--- config.mk ---
export PLATFORM = sky130hd
export DESIGN_NAME = div_operand_prep
export DESIGN_NICKNAME = d
export VERILOG_FILES = /design/src/rtl/div_pkg.sv /design/src/rtl/div_operand_prep.sv
export SDC_FILE = /design/constraint.sdc
export NUM_CORES = 1
export LEC_CHECK = 0
export ABC_AREA = 1
export BUFFER_PORTS_ARGS = -buffer_cell sky130_fd_sc_hd__buf_2
export CORE_ASPECT_RATIO = 0.8
export CORE_MARGIN = 3
export CORE_UTILIZATION = 25
export CTS_CLUSTER_DIAMETER = 50
export DETAILED_ROUTE_END_ITERATION = 7
export PLACE_DENSITY = 0.53
export SLEW_MARGIN = 20
export SYNTH_ARGS = -nofsm -noshare
export SYNTH_HDL_FRONTEND = slang
export SYNTH_SLANG_ARGS = --single-unit
export TNS_END_PERCENT = 30
--- constraint.sdc ---
create_clock -name clk -period 0.8 [get_ports clk]
set_input_delay 0.24 -clock clk [delete_from_list [all_inputs] [get_ports clk]]
set_output_delay 0.24 -clock clk [all_outputs]
set_load 0.01 [all_outputs]
--- src/rtl/div_pkg.sv ---
package div_pkg;

    // word width of the core
    localparam int XLEN = 32;

    typedef logic [XLEN-1:0] xlen_t;

    // bit 0 set means unsigned, bit 1 set means remainder
    typedef logic [1:0] div_op_t;

    localparam div_op_t DIV_OP_DIV  = 2'b00;
    localparam div_op_t DIV_OP_DIVU = 2'b01;
    localparam div_op_t DIV_OP_REM  = 2'b10;
    localparam div_op_t DIV_OP_REMU = 2'b11;

    // one operation as issued by the core
    typedef struct packed {
        div_op_t op;
        xlen_t   dividend;
        xlen_t   divisor;
    } div_req_t;

    // result fixes, carried untouched down the cell chain
    typedef struct packed {
        logic neg_q;   // negate quotient
        logic neg_r;   // negate remainder
        logic sel_rem; // remainder out instead of quotient
    } div_flags_t;

    // state of one operation between two pipeline stages
    typedef struct packed {
        logic       valid;
        div_flags_t flags;
        xlen_t      rem;   // partial remainder
        xlen_t      dvd;   // dividend bits left, msb first
        xlen_t      dsr;   // absolute divisor
        xlen_t      quo;   // quotient so far
    } div_stage_t;

endpackage

--- src/rtl/div_operand_prep.sv ---
`timescale 1ns/1ps

module div_operand_prep (
    input  logic                clk,
    input  logic                rstn,
    input  logic                div_valid,
    input  div_pkg::div_req_t   div_req,
    output div_pkg::div_stage_t prep_out
);
    import div_pkg::*;

    logic       is_signed;
    logic       dvd_neg;
    logic       dsr_neg;
    logic       dsr_zero;
    xlen_t      dvd_abs;
    xlen_t      dsr_abs;
    div_flags_t flags_d;

    logic       valid_q;
    div_flags_t flags_q;
    xlen_t      dvd_q;
    xlen_t      dsr_q;

    assign is_signed = ~div_req.op[0];
    assign dvd_neg   = is_signed & div_req.dividend[XLEN-1];
    assign dsr_neg   = is_signed & div_req.divisor[XLEN-1];
    assign dsr_zero  = (div_req.divisor == '0);

    // most negative value maps onto itself
    assign dvd_abs = dvd_neg ? (~div_req.dividend + xlen_t'(1)) : div_req.dividend;
    assign dsr_abs = dsr_neg ? (~div_req.divisor + xlen_t'(1)) : div_req.divisor;

    // zero divisor keeps quotient all ones
    assign flags_d.neg_q   = (dvd_neg ^ dsr_neg) & ~dsr_zero;
    assign flags_d.neg_r   = dvd_neg;
    assign flags_d.sel_rem = div_req.op[1];

    always_ff @(posedge clk or negedge rstn) begin
        if (!rstn) begin
            valid_q <= 1'b0;
        end else begin
            valid_q <= div_valid;
        end
    end

    always_ff @(posedge clk) begin
        if (div_valid) begin
            flags_q <= flags_d;
            dvd_q   <= dvd_abs;
            dsr_q   <= dsr_abs;
        end
    end

    always_comb begin
        prep_out.valid = valid_q;
        prep_out.flags = flags_q;
        prep_out.rem   = '0;       // cleared for first step
        prep_out.dvd   = dvd_q;
        prep_out.dsr   = dsr_q;
        prep_out.quo   = '0;
    end

endmodule

* Word-level counts from Yosys, hierarchy flattened
Index checks and enable logic that the tools add are counted.
Storage, ports and cells: flip-flop bits (word level) 68, input bits 69, word-level logic and storage cells 19
Cells by class: reductions and logical operators 1, $add $sub $neg 2, bitwise operators 8, mux-type cells 2
Operator list (number):
- adder 32 x 1 -> 32 bit (second input constant) | 2
- two-way mux 32 bit | 2
- inverter 32 bit | 2
- logical NOT 32 bit | 1
- bitwise AND 1 bit | 3
- inverter 1 bit | 2
- XOR 1 bit | 1

* Depth between registers and ports, before layout
Gate-level depths: netlist of the first run.
depth after elaboration 4, gate-level depth with buffers 9

* Worst setup path before layout of the first run
OpenSTA, ideal clock, no wires.
path type input-to-reg, from in div_req[0] (netlist bit), to reg dsr_q[12], data pin, path buffers 0, library setup time 0.254 ns, arrival time 1.139 ns, setup slack -0.593 ns, required time 0.546 ns, stages on the path 8, path through inv_1 ha_1 nand2_1 nor2_1 nand2_1 nand2_1 xor2_1 inv_1
On the way: word-level cells in the longest chain between the ends 3
Ends and longest elaborated chain:
- start, declared | line div_operand_prep.sv:7 | input div_pkg::div_req_t div_req,
- inverter 32 bit | line div_operand_prep.sv:32 | assign dsr_abs = dsr_neg ? (~div_req.divisor + xlen_t'(1)) : div_req.divisor;
- adder 32 x 1 -> 32 bit | line div_operand_prep.sv:32
- two-way mux 32 bit | line div_operand_prep.sv:32
- named net dsr_abs[12] | line div_operand_prep.sv:17 | xlen_t dsr_abs;
- end signal, assigned | line div_operand_prep.sv:51 | dsr_q <= dsr_abs;
- end, declared | line div_operand_prep.sv:23 | xlen_t dsr_q;
The timed path passes the listed nets, and every way through them passes these cells. A chain may end at the register's enable or synchronous reset.

* Worst setup path in the final report of the first run
from reg dsr_q[29], to out prep_out[61] (netlist bit)
RTL lines:
- end, declared | line div_operand_prep.sv:8 | output div_pkg::div_stage_t prep_out
No word-level cell between the ends.

==> results of run 1 <==
-- state kept, by name, indices dropped and copies added, names as in the netlist --
signal and cells:
valid_q 1, dvd_q 32, dsr_q 32, prep_out 3
-- placed cells by master, fill, tap and decap left out, types with 2 or more instances in the layout --
| cell type | synthesis | layout |
|---|---|---|
| nand2_1 | 196 | 142 |
| buf_4 | 65 | 111 |
| buf_2 | 4 | 106 |
| edfxtp_1 | 67 | 67 |
| conb_1 | 1 | 64 |
| nor2_4 | 9 | 60 |
| inv_1 | 45 | 38 |
| nand2_2 | 1 | 38 |
| nor2_1 | 105 | 36 |
| buf_6 | 0 | 34 |
| nand3_1 | 33 | 30 |
| nor2_2 | 3 | 21 |
| nand2_4 | 0 | 16 |
| xor2_1 | 15 | 14 |
| o21ai_1 | 2 | 12 |
| xnor2_1 | 13 | 12 |
| buf_8 | 0 | 10 |
| clkbuf_16 | 0 | 9 |
| buf_12 | 0 | 9 |
| o21ai_0 | 18 | 4 |
| o21ai_2 | 0 | 4 |
| clkbuf_1 | 0 | 4 |
| inv_4 | 0 | 3 |
| a21oi_2 | 0 | 3 |
| nand3_2 | 0 | 3 |
| clkinv_8 | 0 | 2 |
| nand3b_1 | 2 | 2 |
| inv_12 | 0 | 2 |
| a21oi_1 | 5 | 2 |
| nand4_1 | 2 | 2 |
| ha_4 | 0 | 2 |
-- metal layers --
metal	up-vias	wire length (um)	GRT usage	part of all wire
li1	2303	-	-	-
met1	2112	6833	0.1960	0.46
met2	147	6618	0.2149	0.45
met3	11	1069	0.03377	0.073
met4	0	192	0.04949	0.013
met5	-	0	0	0
-- worst max path at each step --
stage / start / to / slack (ns) / cells after the start
2_1_floorplan: div_req[42] / dvd_q[21] / -0.41 / 8
3_3_place_gp: div_req[38] / dvd_q[17] / -0.75 / 9
3_5_place_dp: div_req[38] / dvd_q[17] / -0.78 / 9
4_1_cts: dsr_q[22] / prep_out[54] / -0.37 / 1
5_1_grt: dsr_q[22] / prep_out[54] / -0.38 / 1
6_report: dsr_q[29] / prep_out[61] / -0.35 / 1
-- logic make-up after synthesis --
| family | Yosys count |
|---|---|
| compound gates | 25 |
| xor+xnor | 28 |
| fa+ha+maj | 2 |
| buf+inv | 116 |
| flops | 68 |
| other cells | 1 |
| simple gates | 351 |
-- power by group --
| group | switching (mW) | internal, mW | total, mW | leakage, nW |
|---|---|---|---|---|
| sequential | 0.101 | 4.37 | 4.47 | 0.666 |
| clock | 1.48 | 2.18 | 3.67 | 0.127 |
| combinational | 1.69 | 1.40 | 3.09 | 2.82 |
| total | 3.28 | 7.96 | 11.2 | 3.61 |
-- layout make-up --
cell class,count,share of cell area
clock buffer,14,0.03272
tap,225,0.03626
inverter,47,0.03110
clock inverter,2,0.001612
multi-input combinational,470,0.3636
timing repair buffer,272,0.2724
sequential,68,0.2624
-- through the flow --
stage                     utilization  cell area [um2]  setup WS [ns]
after detailed placement       0.3509             6192        -0.7806
after floorplan                     -             4982        -0.4111
after CTS                      0.4138             7302        -0.3694
after global placement         0.3509             6192        -0.7524
after global routing           0.4399             7764        -0.3843
final                          0.4399             7764        -0.3464
-- repair_timing --
item                                   CTS  global route
cloned                                   1             0
hold buffers                             1             0
buffers inserted                        21            16
endpoints found under the hold margin    1             0
setup endpoints to repair              130           129
resized for setup                      194            96
pin swaps                               77            58
-- Yosys cell counts (all sizes together) --
master,count
nand2,197
nor2,117
buf,69
edfxtp,67
inv,47
nand3,33
o21ai,20
xor2,15
xnor2,13
a21oi,5
ha,2
nand3b,2
nand4,2
conb,1
dfrtp,1
==> results_dict.tcl, run 1 <==
set metrics [dict create \
    grt_pass1_wl_um 21720 \
    rsz0062_at_grt "true" \
    dr.first_iter.drc_count 192 \
    routabilityCongestion 0.8727 \
    cap_violations 0 \
    rows 43 \
    path_cells "buf_2" \
    finalCritPeriodShare 1.433 \
    dieArea_mm2 0.01995 \
    grt_usage 0.1412 \
    routed_wl_um 14710 \
    critPathSlowestCell "edfxtp_1" \
    instances_no_fill 1098 \
    irDropWorstVdd_v 0.001032 \
    path_buf_inv 1 \
    regArea_mm2 0.002037 \
    drc 0 \
    synth-xor-area-share 0.05367 \
    crit_family "flip-flops" \
    drive_gt1_frac 0.5063 \
    slew_viol_final 0 \
    ios 201 \
    worstPathRequired_ns 0.56 \
    violations "setup timing" \
    synth.area.top_cells "edfxtp_1, nand2_1, buf_4" \
    multi_input_area_mm2 0.002823 \
    hold_ws_ns 0.08312 \
    synth_top_family_by_area "simple AND/OR/NAND/NOR gates" \
    path_clk_slew_ns 0.05 \
    setup_tns_ns -31.67 \
    h-tree-depth 3 \
    synthMuxAreaShare 0 \
    synth_seq_area_share 0.4458 \
    synthAdderAreaFrac 0.005476 \
    power_density_mw_per_mm2 1447 \
    die_y_um 126.9 \
    arrival_ns 0.91 \
    grt-ovfl-total 0 \
    end_kind "output port" \
    min_from "div_req[65]" \
    cts_made_buffers 9 \
    place.port_buffers 136 \
    synth.avg_cell_area_um2 7.732 \
    grt_start_max_net_pins 40 \
    min_path_type "in2reg" \
    fp.dieW_um 157.2 \
    numPlacedInstances 1044 \
    clockBufferDepth 2 \
    period_needed_ns 1.146 \
    first_global_vias 4091 \
    slowest_delay_ns 0.41 \
    yosysUniqueCellTypes 21 \
    crit_type "reg2out" \
    hold_depth 1 \
    syn_to_final_growth_pct 69.91 \
    wl_per_cell_um 13.40 \
    cts-root-buf "clkbuf_16" \
    total_power_mw 11.23 \
    worstPathMaxFanout 1 \
    synth_top_area_share 0.4403 \
    dr.pass1.iters 4 \
    yosys.area.top_type "edfxtp_1" \
    leakagePower_nw 3.614 \
    yosys_warnings 0 \
    cp-start-kind "register" \
    fillers 1735 \
    ant_nets 0 \
    hpwl_um 11070 \
    status "finished, violations left" \
    synth_compound_area_frac 0.02738 \
    synthSimpleGateAreaFrac 0.3171 \
    finalHoldViolations 0 \
    fmax_ghz 0.8723 \
    clock-sinks 68 \
    core_mm2 0.01765 \
    nets 939 \
    synth_cells 591 \
    start_util 0.2589 \
    hold_path_end "prep_out[128]" \
    antenna_found_initial 0 \
    antenna_cells 0 \
    fin_ws_ns -0.3464 \
    vias 4573 \
    via_per_inst 4.165 \
    yosys_register_bits 68 \
    setup_viol 129 \
    cts_tree "yes" \
    syn_area_mm2 0.004569 \
]
Note: power is estimated with default switching activity, not from simulation.
==> run 2, diff against run 1 <==
==> constraint.sdc (replaced) <==
create_clock -name clk -period 0.8 [get_ports clk]
set_input_delay 0.08 -clock clk [delete_from_list [all_inputs] [get_ports clk]]
set_output_delay 0.08 -clock clk [all_outputs]
set_load 0.01 [all_outputs]
==> run 2 against run 1 <==
Against the previous run:
- the run still ends with setup timing left
- critical path depth stayed put
- global-route usage is 0.28 points higher
- clock power hardly changed
- cell count is 0.36% lower
- critical path type unchanged
- largest cell class unchanged
==> results_dict.tcl, run 2 (synthesis results as in run 1) <==
set metrics [dict create \
    antenna_found_initial 0 \
    start_util 0.2589 \
    grt-ovfl-total 0 \
    worstPathRequired_ns 0.72 \
    worstPathMaxFanout 1 \
    fmax_ghz 0.9974 \
    wl_per_cell_um 13.57 \
    cts_made_buffers 9 \
    syn_to_final_growth_pct 62.21 \
    drc 0 \
    grt_usage 0.1440 \
    path_buf_inv 1 \
    ios 201 \
    critPathSlowestCell "edfxtp_1" \
    slew_viol_final 0 \
    cts_tree "yes" \
    utilization 0.4200 \
    violations "setup timing" \
    min_path_type "in2reg" \
    crit_type "reg2out" \
    first_global_vias 4161 \
    fillers 1796 \
    routed_wl_um 14840 \
    power_density_mw_per_mm2 1498 \
    clock-sinks 68 \
    route.met2.wl_um 6685 \
    crit_family "flip-flops" \
    fin_ws_ns -0.2026 \
    period_needed_ns 1.003 \
    dr.first_iter.drc_count 342 \
    end_kind "output port" \
    leakagePower_nw 3.443 \
    antenna_cells 0 \
    dr.pass1.iters 4 \
    finalHoldViolations 0 \
    h-tree-depth 3 \
    routabilityCongestion 0.8725 \
    via_per_inst 4.162 \
    grt_start_max_net_pins 27 \
    final_common_cell "nand2_1" \
    die_y_um 126.9 \
    rsz0062_at_grt "true" \
    vias 4553 \
    wl_met1_um 6809 \
    rows 43 \
    mostFrequentLayoutCells "nand2_1, buf_4, buf_2" \
    top_layer "met4" \
    instances_no_fill 1094 \
    dieArea_mm2 0.01995 \
    drive_gt1_frac 0.4649 \
    slowest_delay_ns 0.42 \
    post-place-ws_ns -0.6027 \
    placed_area_mm2 0.006237 \
    nets 935 \
    irDropWorstVdd_v 0.001097 \
    hpwl_um 11360 \
    cts-root-buf "clkbuf_16" \
    path_clk_slew_ns 0.05 \
    status "finished, violations left" \
    total_power_mw 11.10 \
    clockBufferDepth 2 \
    finalCritPeriodShare 1.253 \
    fin_area_mm2 0.007412 \
    numPlacedInstances 1050 \
    grt_pass1_wl_um 22160 \
    met3_length_um 1097 \
    place.port_buffers 136 \
    arrival_ns 0.92 \
    ant_nets 0 \
    core_mm2 0.01765 \
    cap_violations 0 \
    path_cells "buf_2" \
    cp-start-kind "register" \
    fp.dieW_um 157.2 \
    setup_viol 116 \
]
[run 2: cell types whose count changed in the layout (fill, tap and decap cells not counted), moves of 2 or more]
cell and delta:
buf_6 -16, nand2_2 -7, nor2_4 -13, clkinv_8 -2, o21ai_1 -4, nand2_4 -11
nor2_1 +14, inv_6 +2, buf_12 -4, buf_4 +6, o21ai_0 +3, nand2_1 +18
buf_2 +6, dlygate4sd3_1 +3
[run 2: area by class of cell]
cell class	count	area [um2]	area share
Sequential cell	68	2037	0.2748
Tap cell	225	281.5	0.03798
Timing Repair Buffer	267	1972	0.2660
Inverter	47	226.5	0.03055
Clock buffer	14	254.0	0.03427
Clock inverter	2	10.01	0.001350
Timing Repair inverter	1	7.507	0.001013
Multi-Input combinational cell	470	2624	0.3540
[run 2: timing repair]
action,CTS,global route
setup endpoints to repair,126,124
hold endpoints to repair,4,0
setup buffers,13,8
resized for setup,129,76
hold buffers,4,0
pin swaps,54,45
gates cloned,3,0
[run 2: per-layer routing]
layer,global-route usage,up-vias
met1,0.2036,2077
met2,0.2190,160
met5,0,-
met3,0.03035,14
li1,-,2302
met4,0.04796,0
[run 2: metrics by stage]
step / setup TNS [ns] / hold WS, ns
2_1_floorplan: -9.971 / -0.2156
3_3_place_gp: -29.59 / -0.1437
3_5_place_dp: -29.88 / -0.1431
4_1_cts: -12.47 / 0.03330
5_1_grt: -17.24 / 0.04567
6_report: -11.94 / 0.04843
[run 2: worst paths after layout]
check,from,end,slack (ns),cells past startpoint
worst max-delay path,dsr_q[20],prep_out[52],-0.20,1
worst min-delay path,div_req[4],dsr_q[4],0.05,2
max in group asynchronous,rstn,valid_q,0.66,2
min in group asynchronous,rstn,valid_q,0.06,2
[run 2: report_power, final]
group / internal (mW) / leakage, nW / switching (mW) / total, mW
combinational: 1.31 / 2.65 / 1.64 / 2.95
clock: 2.18 / 0.131 / 1.50 / 3.68
sequential: 4.37 / 0.666 / 0.107 / 4.48
