==> src/rtl/div_pkg.sv <==
package div_pkg;

    // word width of the core
    localparam int XLEN = 32;

    typedef logic [XLEN-1:0] xlen_t;

    // bit 0 set means unsigned, bit 1 set means remainder
    typedef logic [1:0] div_op_t;

    localparam div_op_t DIV_OP_DIV  = 2'b00;
    localparam div_op_t DIV_OP_DIVU = 2'b01;
    localparam div_op_t DIV_OP_REM  = 2'b10;
    localparam div_op_t DIV_OP_REMU = 2'b11;

    // one operation as issued by the core
    typedef struct packed {
        div_op_t op;
        xlen_t   dividend;
        xlen_t   divisor;
    } div_req_t;

    // result fixes, carried untouched down the cell chain
    typedef struct packed {
        logic neg_q;   // negate quotient
        logic neg_r;   // negate remainder
        logic sel_rem; // remainder out instead of quotient
    } div_flags_t;

    // state of one operation between two pipeline stages
    typedef struct packed {
        logic       valid;
        div_flags_t flags;
        xlen_t      rem;   // partial remainder
        xlen_t      dvd;   // dividend bits left, msb first
        xlen_t      dsr;   // absolute divisor
        xlen_t      quo;   // quotient so far
    } div_stage_t;

endpackage

==> src/rtl/div_result_fix.sv <==
`timescale 1ns/1ps

module div_result_fix (
    input  logic                clk,
    input  logic                rstn,
    input  div_pkg::div_stage_t stage_in,
    output logic                res_valid,
    output div_pkg::xlen_t      res_data
);
    import div_pkg::*;

    xlen_t quo_fixed;
    xlen_t rem_fixed;
    xlen_t res_sel;

    assign quo_fixed = stage_in.flags.neg_q ? (~stage_in.quo + xlen_t'(1)) : stage_in.quo;
    assign rem_fixed = stage_in.flags.neg_r ? (~stage_in.rem + xlen_t'(1)) : stage_in.rem;

    assign res_sel = stage_in.flags.sel_rem ? rem_fixed : quo_fixed;

    always_ff @(posedge clk or negedge rstn) begin
        if (!rstn) begin
            res_valid <= 1'b0;
        end else begin
            res_valid <= stage_in.valid;
        end
    end

    // held until the next result
    always_ff @(posedge clk) begin
        if (stage_in.valid) begin
            res_data <= res_sel;
        end
    end

endmodule

==> config.mk <==
export PLATFORM = sky130hd
export DESIGN_NAME = div_result_fix
export DESIGN_NICKNAME = d
export VERILOG_FILES = /design/src/rtl/div_pkg.sv /design/src/rtl/div_result_fix.sv
export SDC_FILE = /design/constraint.sdc
export NUM_CORES = 1
export LEC_CHECK = 0
export BUFFER_PORTS_ARGS = -buffer_cell sky130_fd_sc_hd__buf_4
export CAP_MARGIN = 10
export CORE_MARGIN = 4
export CORE_UTILIZATION = 40
export CTS_CLUSTER_SIZE = 16
export DETAILED_ROUTE_END_ITERATION = 8
export PLACE_DENSITY = 0.81
export SYNTH_ARGS = -nofsm -noshare
export SYNTH_HDL_FRONTEND = slang
export SYNTH_SLANG_ARGS = --single-unit
==> constraint.sdc <==
create_clock -name clk -period 0.8 [get_ports clk]
set_input_delay 0.04 -clock clk [delete_from_list [all_inputs] [get_ports clk]]
set_output_delay 0.04 -clock clk [all_outputs]
set_load 0.05 [all_outputs]
== After elaboration in Yosys (flattened, before gate mapping) ==
Index checks and enable logic that the tools add are counted.

* Bits in registers: 33
* Bits of input ports: 134
* Output and inout port bits: 33
* Word-level logic and storage cells: 9

* Add/sub/neg operators: 2
* Mux-type cells: 3
* Bitwise operators: 2

{| class="wikitable"
|+ Operators with widths
! operator !! number
|-
| $mux 32 || 3
|-
| $add 32x1->32 const B || 2
|-
| $not 32->32 || 2
|}

== Depth between registers and ports, before layout ==
Gate-level depths: netlist of the first run.

* Word-level depth: 4
* Mapped depth: 7
* Depth with buffers taken out: 7

== Worst setup path after synthesis of the first run ==
Ideal clock, no wire load.

* Path kind: input-to-reg
* From: in stage_in[96] in the netlist's numbering
* To: reg res_data[24], data pin
* Setup time: 0.275 ns
* Arrival: 1.380 ns
* Required time: 0.525 ns
* Slack: -0.855 ns
* Stages: 7
* Path buffers: 0
* Cell sequence: inv_1 -> ha_1 -> nor3b_1 -> nand4_2 -> o41ai_1 -> xor2_1 -> mux2i_1

* Word-level cells in the longest chain between the ends: 4

{| class="wikitable"
|+ RTL lines
! item !! line !! text
|-
| start, declared || div_result_fix.sv:6 || <nowiki>input div_pkg::div_stage_t stage_in,</nowiki>
|-
| $not 32->32 || div_result_fix.sv:17 || <nowiki>assign rem_fixed = stage_in.flags.neg_r ? (~stage_in.rem + xlen_t'(1)) : stage_in.rem;</nowiki>
|-
| $add 32x1->32 || div_result_fix.sv:17 ||
|-
| $mux 32 || div_result_fix.sv:17 ||
|-
| $mux 32 || div_result_fix.sv:19 || <nowiki>assign res_sel = stage_in.flags.sel_rem ? rem_fixed : quo_fixed;</nowiki>
|-
| net res_sel[24] || div_result_fix.sv:14 || <nowiki>xlen_t res_sel;</nowiki>
|-
| end signal, assigned || div_result_fix.sv:32 || <nowiki>res_data <= res_sel;</nowiki>
|-
| end, declared || div_result_fix.sv:8 || <nowiki>output div_pkg::xlen_t res_data</nowiki>
|}

The timed path passes the listed nets, and every way through them passes these cells.
A chain may end at the register's enable or synchronous reset.

== Worst setup path after layout of the first run ==
* From: in stage_in[0] in the netlist's numbering
* To: reg res_data[22], data pin

* Word-level cells in the longest chain between the ends: 4

{| class="wikitable"
|+ RTL lines
! item !! line !! text
|-
| $not 32->32 || div_result_fix.sv:16 || <nowiki>assign quo_fixed = stage_in.flags.neg_q ? (~stage_in.quo + xlen_t'(1)) : stage_in.quo;</nowiki>
|-
| $add 32x1->32 || div_result_fix.sv:16 ||
|-
| $mux 32 || div_result_fix.sv:16 ||
|-
| $mux 32 || div_result_fix.sv:19 ||
|-
| net res_sel[22] || div_result_fix.sv:14 ||
|}

The timed path passes the listed nets, and every way through them passes these cells.

==> reports/qor.txt, run 1 <==
status: finished, violations left
failing checks: setup timing
Worst Path Max Fanout: 5
port bufs: 102
Syn. warnings: 0
XOR/XNOR share of the synthesized area: 18.2%
PwrDens: 1210 nW/um^2
number of remaining DRC errors: 0
pin count of the biggest net entering global routing: 45
Largest stage delay, worst path: 280 ps
Global Route Usage Sum: 27.9%
clk sinks: 33
CTS clk-pin slew, worst paths: 80 ps
initial antenna violation count: 0
net switching power figure: 2.69 mW
1st-iter DRT viols: 307
most frequent cells in the layout: buf_4, buf_6, xor2_1
syn_nets: 412
Mapped Cells: 276
Design Power: 6.87 mW
Fmax achieved: 613 MHz
first-pass GRT wire length: 18900 um
synthesized flop and latch total: 33
num rows: 30
nets@finish: 633
setup ws final: -832 ps
Slew headroom: 58.3%
Final Max Tran Viols: 0
sequential fraction of the synthesis area: 34.1%
largest family of logic cells by synthesized area: simple AND/OR/NAND/NOR gates
switch share: 39.1%
critical path class: in -> reg
number of global-route vias before repair: 3629
Buf+Inv Stages, Crit Path: 3
# IOs: 167
Layout fillers: 340
worst vdd ir: 0.797 mV
routed vias: 3684
P&R area growth vs syn: 97.1%
most common cell after layout, fill and taps aside: buf_4
Worst Setup Start Kind: input pin
critical path capture point type: flop
Logic pwr share: 48.1%
Max Cap Viol: 0
core footprint: 6910 sq um
Hold Violations, Final: 0
final core utilization: 82.5%
die area: 8660 sq um
chip width: 93.0 um
clock share of power: 19.0%
Final setup viols: 63
final WL: 15000 um
sequential power share: 32.9%
routed length per instance: 25.2 um
CP delay by family, top: simple AND/OR/NAND/NOR gates
total CTS buffers: 5
fin crit share: 204%
post-synthesis simple-gate area fraction: 19.1%
DP Cell Count: 564
H-tree depth: 2
fin cells: 594
crit path time final: 1630 ps
required time of the critical path: 820 ps
CP max stage cell: nor3b_4
WP depth: 9
worst slack at placement: -1040 ps
Worst Setup EP: res_data[22]$_DFFE_PP_
CTS root buf: clkbuf_8
Netlist cell types: 40
total gr overflow: 0
multiplexer share of the synthesized area: 7.27%
Tightest Hold Check Type: in -> async
CP Cell Sequence: buf_12 > clkinv_8 > ha_4 > nor3b_4 > nand4_4 > buf_4 > o31ai_4 > xor2_1 > mux2i_1
CTS max path bufs: 2
Slew @ Worst Pin: 625 ps
drt first pass iters: 5
leakage power: 2.45 nW
Power Internal: 4.19 mW
hold slack: 86.2 ps
Arr. time, crit path: 1650 ps
detailed placer's ending HPWL: 7900 um
Starting Density: 41.9%
Avg Inst Size Synth: 10.5 sq um
Post-Syn Area: 2890 sq um
Die Y: 93.0 um
layout cell share with drive strength beyond 1: 62.7%
Adder-Cell Fraction of Synth Area: 0.865%
TritonCTS clock tree: built
ant diodes: 0
post-synthesis compound-gate area fraction: 18.0%
unrepaired setup endpoints after global routing: yes
vias per cell: 6.20
Routed Antenna Nets: 0
Critical path origin: stage_in[0]
GP Congestion: 0.925
-- repair_timing --
action / 4_1_cts / 5_1_grt
setup endpoints to repair: 62 / 62
cloned: 1 / 1
pin swaps: 32 / 33
hold endpoints to repair: 1 / 0
hold buffers: 1 / 0
gates resized for setup: 97 / 50
buffers inserted: 10 / 10
-- metal layers --
layer / share of wire [%] / track usage, %
met1: 35 / 31.2
met2: 48 / 49.7
met3: 9.1 / 5.63
met4: 8.0 / 15.1
met5: 0 / 0
-- cells by family (layout without fill, tap and decap cells) --
kind of cell | count (synthesis) | in the layout
XOR/XNOR | 60 | 60
multiplexers | 21 | 21
AND/OR/NAND/NOR | 77 | 79
flip-flops | 33 | 33
adder cells (fa/ha/maj) | 2 | 2
buffers and inverters | 19 | 239
AO/OA/AOI/OAI | 64 | 64
-- state kept, by name, summed over array words and instances, names as in the netlist --
register	cells
res_data	32
res_valid	1
-- area by class of cell --
cell class	instances	area, sq um	area share (%)
timing repair buffer	225	2050	35.9
clock inverter	2	10.0	0.176
tap	96	120	2.11
sequential	33	986	17.3
multi-input combinational	226	2410	42.3
clock buffer	6	72.6	1.27
inverter	6	55.1	0.966
-- how the worst min path moves through the flow --
| stage | depth (start not counted) | slack [ps] | to | from |
|---|---|---|---|---|
| 3_5_place_dp | 1 | -180 | res_valid$_DFF_PN0_ | rstn |
| 3_3_place_gp | 1 | -180 | res_valid$_DFF_PN0_ | rstn |
| 2_1_floorplan | 0 | -260 | res_valid$_DFF_PN0_ | rstn |
| 4_1_cts | 2 | 60 | res_valid$_DFF_PN0_ | rstn |
| 5_1_grt | 2 | 90 | res_valid$_DFF_PN0_ | rstn |
| 6_report | 2 | 90 | res_valid$_DFF_PN0_ | rstn |
-- per-stage QoR --
| step | TNS (ps) | cell area, sq um |
|---|---|---|
| floorplan | -16450 | 3100 |
| global placement | -25140 | 4720 |
| detailed placement | -26540 | 4720 |
| CTS | -18510 | 5340 |
| global route | -23820 | 5700 |
| finish | -21770 | 5700 |
-- cell usage after synthesis (all sizes together) --
master	instances	area, sq um
a31oi	1	6.26
nand2b	1	6.26
nor2	11	41.3
clkbuf	8	30.0
xnor2	9	78.8
inv	6	22.5
nor3	6	35.0
nor2b	2	12.5
edfxtp	32	961
nand4	7	95.1
nand3	3	15.0
nand2	20	75.1
a21boi	2	15.0
or3	4	25.0
or4	9	71.3
nor4	9	131
nand3b	1	7.51
xor2	51	447
mux2i	21	210
o21ai	23	115
or3b	1	8.76
or2b	1	7.51
nor3b	2	20.0
buf	5	20.0
o31ai	18	140
ha	2	25.0
a21oi	5	25.0
a211oi	1	7.51
dfrtp	1	25.0
o41ai	14	213
-- power by group through the flow --
stage	Clock [mW]	Combinational, mW	Sequential [mW]
floorplan	0	0.706	2.93
global placement	0	2.62	2.25
detailed placement	0	2.69	2.25
CTS	1.25	2.99	2.25
global route	1.38	3.41	2.27
finish	1.31	3.31	2.26
Note: power is estimated with default switching activity, not from simulation.
==> run 2, diff against run 1 <==
--- a/config.mk
+++ b/config.mk
@@ -9,6 +9,7 @@
 export CAP_MARGIN = 10
 export CORE_MARGIN = 4
 export CORE_UTILIZATION = 40
+export CTS_BUF_LIST = sky130_fd_sc_hd__clkbuf_4 sky130_fd_sc_hd__clkbuf_8 sky130_fd_sc_hd__clkbuf_16
 export CTS_CLUSTER_SIZE = 16
 export DETAILED_ROUTE_END_ITERATION = 8
 export PLACE_DENSITY = 0.81
==> run 2 against run 1 <==
The flow still finishes with violations (setup timing). Clock power grew 3%. Sequential share of layout area shrank 0.77 points. Combinational power grew 4%. Largest power group unchanged.
==> reports/qor.txt, run 2 (synthesis gave the netlist of run 1 again) <==
worst vdd ir: 0.834 mV (was 0.797 mV)
first-pass GRT wire length: 19200 um (was 18900 um)
num rows: 30 (unchanged)
clock share of power: 19.1% (was 19.0%)
worst slack at placement: -1040 ps (unchanged)
detailed placer's ending HPWL: 7900 um (unchanged)
failing checks: setup timing (unchanged)
number of global-route vias before repair: 3599 (was 3629)
final WL: 15800 um (was 15000 um)
Final setup viols: 63 (unchanged)
Fmax achieved: 530 MHz (was 613 MHz)
layout cell share with drive strength beyond 1: 64.8% (was 62.7%)
Regs by FF count: res_data: 32 flops, res_valid: 1 flops (unchanged)
fin crit share: 236% (was 204%)
multi-input gate area in the final layout: 2460 sq um (was 2410 sq um)
Die Y: 93.0 um (unchanged)
Max Cap Viol: 0 (unchanged)
Arr. time, crit path: 1900 ps (was 1650 ps)
number of remaining DRC errors: 0 (unchanged)
Routed Antenna Nets: 0 (unchanged)
pin count of the biggest net entering global routing: 45 (unchanged)
total gr overflow: 0 (unchanged)
nets@finish: 646 (was 633)
number of flip-flops in the largest register: 32 (unchanged)
# IOs: 167 (unchanged)
routed vias: 3806 (was 3684)
net switching power figure: 2.76 mW (was 2.69 mW)
CTS max path bufs: 2 (unchanged)
Seq. cell area: 986 sq um (unchanged)
H-tree depth: 2 (unchanged)
Tightest Hold Check Type: in -> async (unchanged)
Most flops, register: res_data (unchanged)
CTS root buf: clkbuf_8 (unchanged)
leakage power: 2.60 nW (was 2.45 nW)
design area: 5960 sq um (was 5700 sq um)
routed length per instance: 26.0 um (was 25.2 um)
switch share: 39.0% (was 39.1%)
Slew @ Worst Pin: 702 ps (was 625 ps)
total CTS buffers: 5 (unchanged)
Hold Violations, Final: 0 (unchanged)
chip width: 93.0 um (unchanged)
initial antenna violation count: 0 (unchanged)
critical path capture point type: flop (unchanged)
Critical path origin: stage_in[122] (was stage_in[0])
setup ws final: -1090 ps (was -832 ps)
vias per cell: 6.27 (was 6.20)
CP Cell Sequence: buf_4 > nor4_1 > nand4_1 > o21ai_1 > xor2_1 > mux2i_1 (was buf_12 > clkinv_8 > ha_4 > nor3b_4 > nand4_4 > buf_4 > o31ai_4 > xor2_1 > mux2i_1)
Logic pwr share: 48.8% (was 48.1%)
status: finished, violations left (unchanged)
core footprint: 6910 sq um (unchanged)
CP max stage cell: nor4_1 (was nor3b_4)
Largest stage delay, worst path: 630 ps (was 280 ps)
crit path time final: 1890 ps (was 1630 ps)
sequential power share: 32.1% (was 32.9%)
Slew headroom: 52.8% (was 58.3%)
die area: 8660 sq um (unchanged)
Starting Density: 41.9% (unchanged)
Worst Path Max Fanout: 3 (was 5)
drt first pass iters: 5 (unchanged)
1st-iter DRT viols: 370 (was 307)
required time of the critical path: 810 ps (was 820 ps)
P&R area growth vs syn: 106% (was 97.1%)
setup tns final: -23310 ps (was -21770 ps)
critical path class: in -> reg (unchanged)
most frequent cells in the layout: buf_4, buf_6, xor2_1 (unchanged)
port bufs: 102 (unchanged)
final core utilization: 86.4% (was 82.5%)
PwrDens: 1190 nW/um^2 (was 1210 nW/um^2)
ant diodes: 0 (unchanged)
unrepaired setup endpoints after global routing: yes (unchanged)
CTS clk-pin slew, worst paths: 70 ps (was 80 ps)
Worst Setup Start Kind: input pin (unchanged)
clk sinks: 33 (unchanged)
most common cell after layout, fill and taps aside: buf_4 (unchanged)
Final Max Tran Viols: 0 (unchanged)
GP Congestion: 0.925 (unchanged)
Placement Cell Area: 4720 sq um (unchanged)
TritonCTS clock tree: built (unchanged)
Global Route Usage Sum: 28.3% (was 27.9%)
Layout fillers: 297 (was 340)
Power Internal: 4.31 mW (was 4.19 mW)
-- run 2: cell count changes in the layout (fill, tap and decap cells not counted), moves of 3 or more --
cell	change
buf_12	+4
buf_6	+9
o21ai_1	-3
o31ai_4	-3
o41ai_4	+3
o41ai_2	-4
-- run 2: repair_timing --
item                                    4_1_cts  5_1_grt
hold endpoints to repair                      1        0
endpoints found under the setup margin       62       63
resized for setup                           109       63
cloned                                        1        1
setup buffers                                11       24
pin swaps                                    38       45
hold buffers                                  1        0
-- run 2: path summary, 6_finish.rpt --
| path | endpoint | slack, ps | cells after the start |
|---|---|---|---|
| worst max-delay path | res_data[27]$_DFFE_PP_ | -1090 | 6 |
| max in group asynchronous | res_valid$_DFF_PN0_ | 640 | 2 |
| min in group clk | res_valid$_DFF_PN0_ | 80 | 2 |
| worst min-delay path | res_valid$_DFF_PN0_ | 80 | 2 |
-- run 2: cell type report --
type | count | area share (%)
Clock buffer | 6 | 1.28
Clock inverter | 2 | 0.168
Inverter | 6 | 1.09
Multi-Input combinational cell | 226 | 41.3
Sequential cell | 33 | 16.5
Tap cell | 96 | 2.01
Timing Repair Buffer | 238 | 37.6
-- run 2: per-layer routing --
| layer | track usage (%) | vias to the layer above | share of wire [%] |
|---|---|---|---|
| li1 | - | 1533 | - |
| met1 | 33.0 | 1825 | 35 |
| met2 | 50.9 | 335 | 48 |
| met3 | 4.91 | 113 | 9.0 |
| met4 | 12.1 | 0 | 7.4 |
| met5 | 0 | - | 0 |
-- run 2: power groups by stage --
stage               Sequential, mW  Clock [mW]  Combinational [mW]
CTS                           2.25        1.29                3.03
floorplan                     2.93           0               0.706
finish                        2.27        1.35                3.45
detailed placement            2.25           0                2.69
global placement              2.25           0                2.62
global route                  2.28        1.41                3.57
-- run 2: critical path, delay by kind of cell --
family | cells | cell delay (ps)
AND/OR/NAND/NOR | 2 | 1040
AO/OA/AOI/OAI | 1 | 280
XOR/XNOR | 1 | 240
multiplexers | 1 | 160
buffers and inverters | 1 | 130
-- run 2: stage by stage --
stage                     instances  hold WS (ps)  power [mW]
final                           607          76.9        7.07
after global placement          564          -184        4.87
after floorplan                 276          -256        3.63
after global routing            607          84.3        7.26
after detailed placement        564          -182        4.94
after CTS                       584          61.3        6.58
==> run 3, diff against run 2 <==
--- a/config.mk
+++ b/config.mk
@@ -5,7 +5,7 @@
 export SDC_FILE = /design/constraint.sdc
 export NUM_CORES = 1
 export LEC_CHECK = 0
-export BUFFER_PORTS_ARGS = -buffer_cell sky130_fd_sc_hd__buf_4
+export BUFFER_PORTS_ARGS = -buffer_cell sky130_fd_sc_hd__buf_2
 export CAP_MARGIN = 10
 export CORE_MARGIN = 4
 export CORE_UTILIZATION = 40
@@ -16,3 +16,4 @@
 export SYNTH_ARGS = -nofsm -noshare
 export SYNTH_HDL_FRONTEND = slang
 export SYNTH_SLANG_ARGS = --single-unit
+export TNS_END_PERCENT = 30
==> run 3 against run 2 <==
The run still ends with setup timing left. Non-clock buffer count is 4 lower. Sequential cell count unchanged. Combinational power fell by 7.2%. Hold slack got worse by 22 ps. Maximum frequency rose by 8.6%. Utilization shrank 4.8 points. Sequential power hardly changed. Count of clock-buffer cells in the layout grew 1. Critical path depth grew 2. Clock power is 27% higher. First-iteration DRC count up 5.4%. Worst setup slack improved by 150 ps. Critical endpoint is now res_data[21]$_DFFE_PP_. Highest routed layer unchanged.
==> reports/qor.txt, run 3 (synthesis gave the netlist of run 1 again) <==
1st-iter DRT viols: 390 (was 370)
TritonCTS clock tree: built (unchanged)
PwrDens: 1270 nW/um^2 (was 1190 nW/um^2)
Seq. cell area: 986 sq um (unchanged)
number of remaining DRC errors: 0 (unchanged)
Layout fillers: 354 (was 297)
total gr overflow: 0 (unchanged)
net switching power figure: 2.63 mW (was 2.76 mW)
Final setup viols: 64 (was 63)
design area: 5630 sq um (was 5960 sq um)
Logic pwr share: 44.6% (was 48.8%)
Placement Cell Area: 4380 sq um (was 4720 sq um)
setup ws final: -938 ps (was -1090 ps)
GP Congestion: 0.873 (was 0.925)
nets@finish: 641 (was 646)
most frequent cells in the layout: buf_4, buf_6, xor2_1 (unchanged)
ant diodes: 0 (unchanged)
final WL: 14700 um (was 15800 um)
fin crit share: 217% (was 236%)
Regs by FF count: res_data: 32 flops, res_valid: 1 flops (unchanged)
failing checks: setup timing (unchanged)
CTS clk-pin slew, worst paths: 70 ps (about the same)
Slew headroom: 69.9% (was 52.8%)
Routed Antenna Nets: 0 (unchanged)
pin count of the biggest net entering global routing: 26 (was 45)
Worst Setup Start Kind: input pin (unchanged)
Most flops, register: res_data (unchanged)
detailed placer's ending HPWL: 7190 um (was 7900 um)
Die Y: 93.0 um (unchanged)
routed vias: 3704 (was 3806)
chip width: 93.0 um (unchanged)
# IOs: 167 (unchanged)
crit path time final: 1740 ps (was 1890 ps)
drt first pass iters: 5 (unchanged)
critical path capture point type: flop (unchanged)
Arr. time, crit path: 1740 ps (was 1900 ps)
Starting Density: 41.9% (unchanged)
status: finished, violations left (unchanged)
P&R area growth vs syn: 94.7% (was 106%)
most common cell after layout, fill and taps aside: buf_4 (unchanged)
routed length per instance: 24.4 um (was 26.0 um)
num rows: 30 (unchanged)
fin cells: 602 (was 607)
critical path class: in -> reg (unchanged)
CTS max path bufs: 2 (unchanged)
core footprint: 6910 sq um (unchanged)
die area: 8660 sq um (unchanged)
number of flip-flops in the largest register: 32 (unchanged)
CTS root buf: clkbuf_8 (unchanged)
clock share of power: 24.0% (was 19.1%)
total CTS buffers: 5 (unchanged)
switch share: 36.6% (was 39.0%)
Fmax achieved: 576 MHz (was 530 MHz)
first-pass GRT wire length: 19500 um (was 19200 um)
H-tree depth: 2 (unchanged)
layout cell share with drive strength beyond 1: 61.9% (was 64.8%)
worst vdd ir: 0.835 mV (was 0.834 mV)
Hold Violations, Final: 0 (unchanged)
Max Cap Viol: 0 (unchanged)
initial antenna violation count: 0 (unchanged)
leakage power: 2.51 nW (was 2.60 nW)
sequential power share: 31.3% (was 32.1%)
vias per cell: 6.15 (was 6.27)
Worst Path Max Fanout: 4 (was 3)
Global Route Usage Sum: 28.8% (was 28.3%)
Slew @ Worst Pin: 447 ps (was 702 ps)
clk sinks: 33 (unchanged)
port bufs: 102 (unchanged)
Power Internal: 4.55 mW (was 4.31 mW)
unrepaired setup endpoints after global routing: yes (unchanged)
required time of the critical path: 800 ps (was 810 ps)
Final Max Tran Viols: 0 (unchanged)
Tightest Hold Check Type: in -> async (unchanged)
DP Cell Count: 561 (was 564)
multi-input gate area in the final layout: 2360 sq um (was 2460 sq um)
final core utilization: 81.5% (was 86.4%)
number of global-route vias before repair: 3684 (was 3599)
[run 3: cell types whose count changed in the layout (fill, tap and decap cells not counted), sizes merged]
cell,before,now
buf,237,230
clkbuf,6,10
clkinv,4,0
inv,4,6
bufinv,0,1
nand4,9,8
[run 3: routing by layer]
layer / wire [um] / GRT usage (%) / vias to the layer above / share of wire, %
met2: 6940 / 49.0 / 311 / 47
met5: 0 / 0 / - / 0
met4: 935 / 12.7 / 0 / 6.4
li1: - / - / 1515 / -
met3: 1440 / 7.32 / 97 / 9.8
met1: 5370 / 34.3 / 1781 / 37
[run 3: repair_timing]
item,in CTS,in global routing
endpoints found under the hold margin,1,0
pin swaps,37,44
hold buffers,1,0
setup buffers,22,12
setup endpoints to repair,62,64
gates cloned,2,0
gates resized for setup,153,50
[run 3: worst paths after layout]
path	startpoint	to	slack (ps)	cells after the start
max in group asynchronous	rstn	res_valid$_DFF_PN0_	660	2
worst min-delay path	rstn	res_valid$_DFF_PN0_	60	2
worst max-delay path	stage_in[105]	res_data[21]$_DFFE_PP_	-940	8
min in group clk	stage_in[131]	res_valid$_DFF_PN0_	110	2
[run 3: worst max-delay path, stage by stage]
cell and delay (ps):
buf_8 100, nor4_4 340, buf_4 210, nand4_4 190
buf_4 210, o31ai_4 190, xor2_1 250, mux2i_1 200
[run 3: final cells by class]
class	count	share of cell area (%)
clock inverter	1	0.533
sequential	33	17.5
inverter	6	0.800
clock buffer	7	1.60
multi-input combinational	225	41.9
timing repair buffer	234	35.6
tap	96	2.13
[run 3: power by group through the flow]
stage / Combinational [mW] / Sequential, mW / Clock (mW)
global route: 3.32 / 2.27 / 1.79
detailed placement: 2.42 / 2.23 / 0
CTS: 2.91 / 2.24 / 1.70
floorplan: 0.660 / 2.93 / 0
global placement: 2.36 / 2.23 / 0
finish: 3.20 / 2.25 / 1.72
[run 3: per-stage QoR]
| stage | setup WS, ps | hold WS [ps] | setup TNS [ps] | total power [mW] |
|---|---|---|---|---|
| finish | -938 | 55.1 | -22080 | 7.18 |
| detailed placement | -1060 | -184 | -26680 | 4.65 |
| floorplan | -782 | -256 | -17920 | 3.59 |
| global placement | -1020 | -185 | -25230 | 4.59 |
| global route | -887 | 59.1 | -24100 | 7.37 |
| CTS | -652 | 51.0 | -17650 | 6.85 |
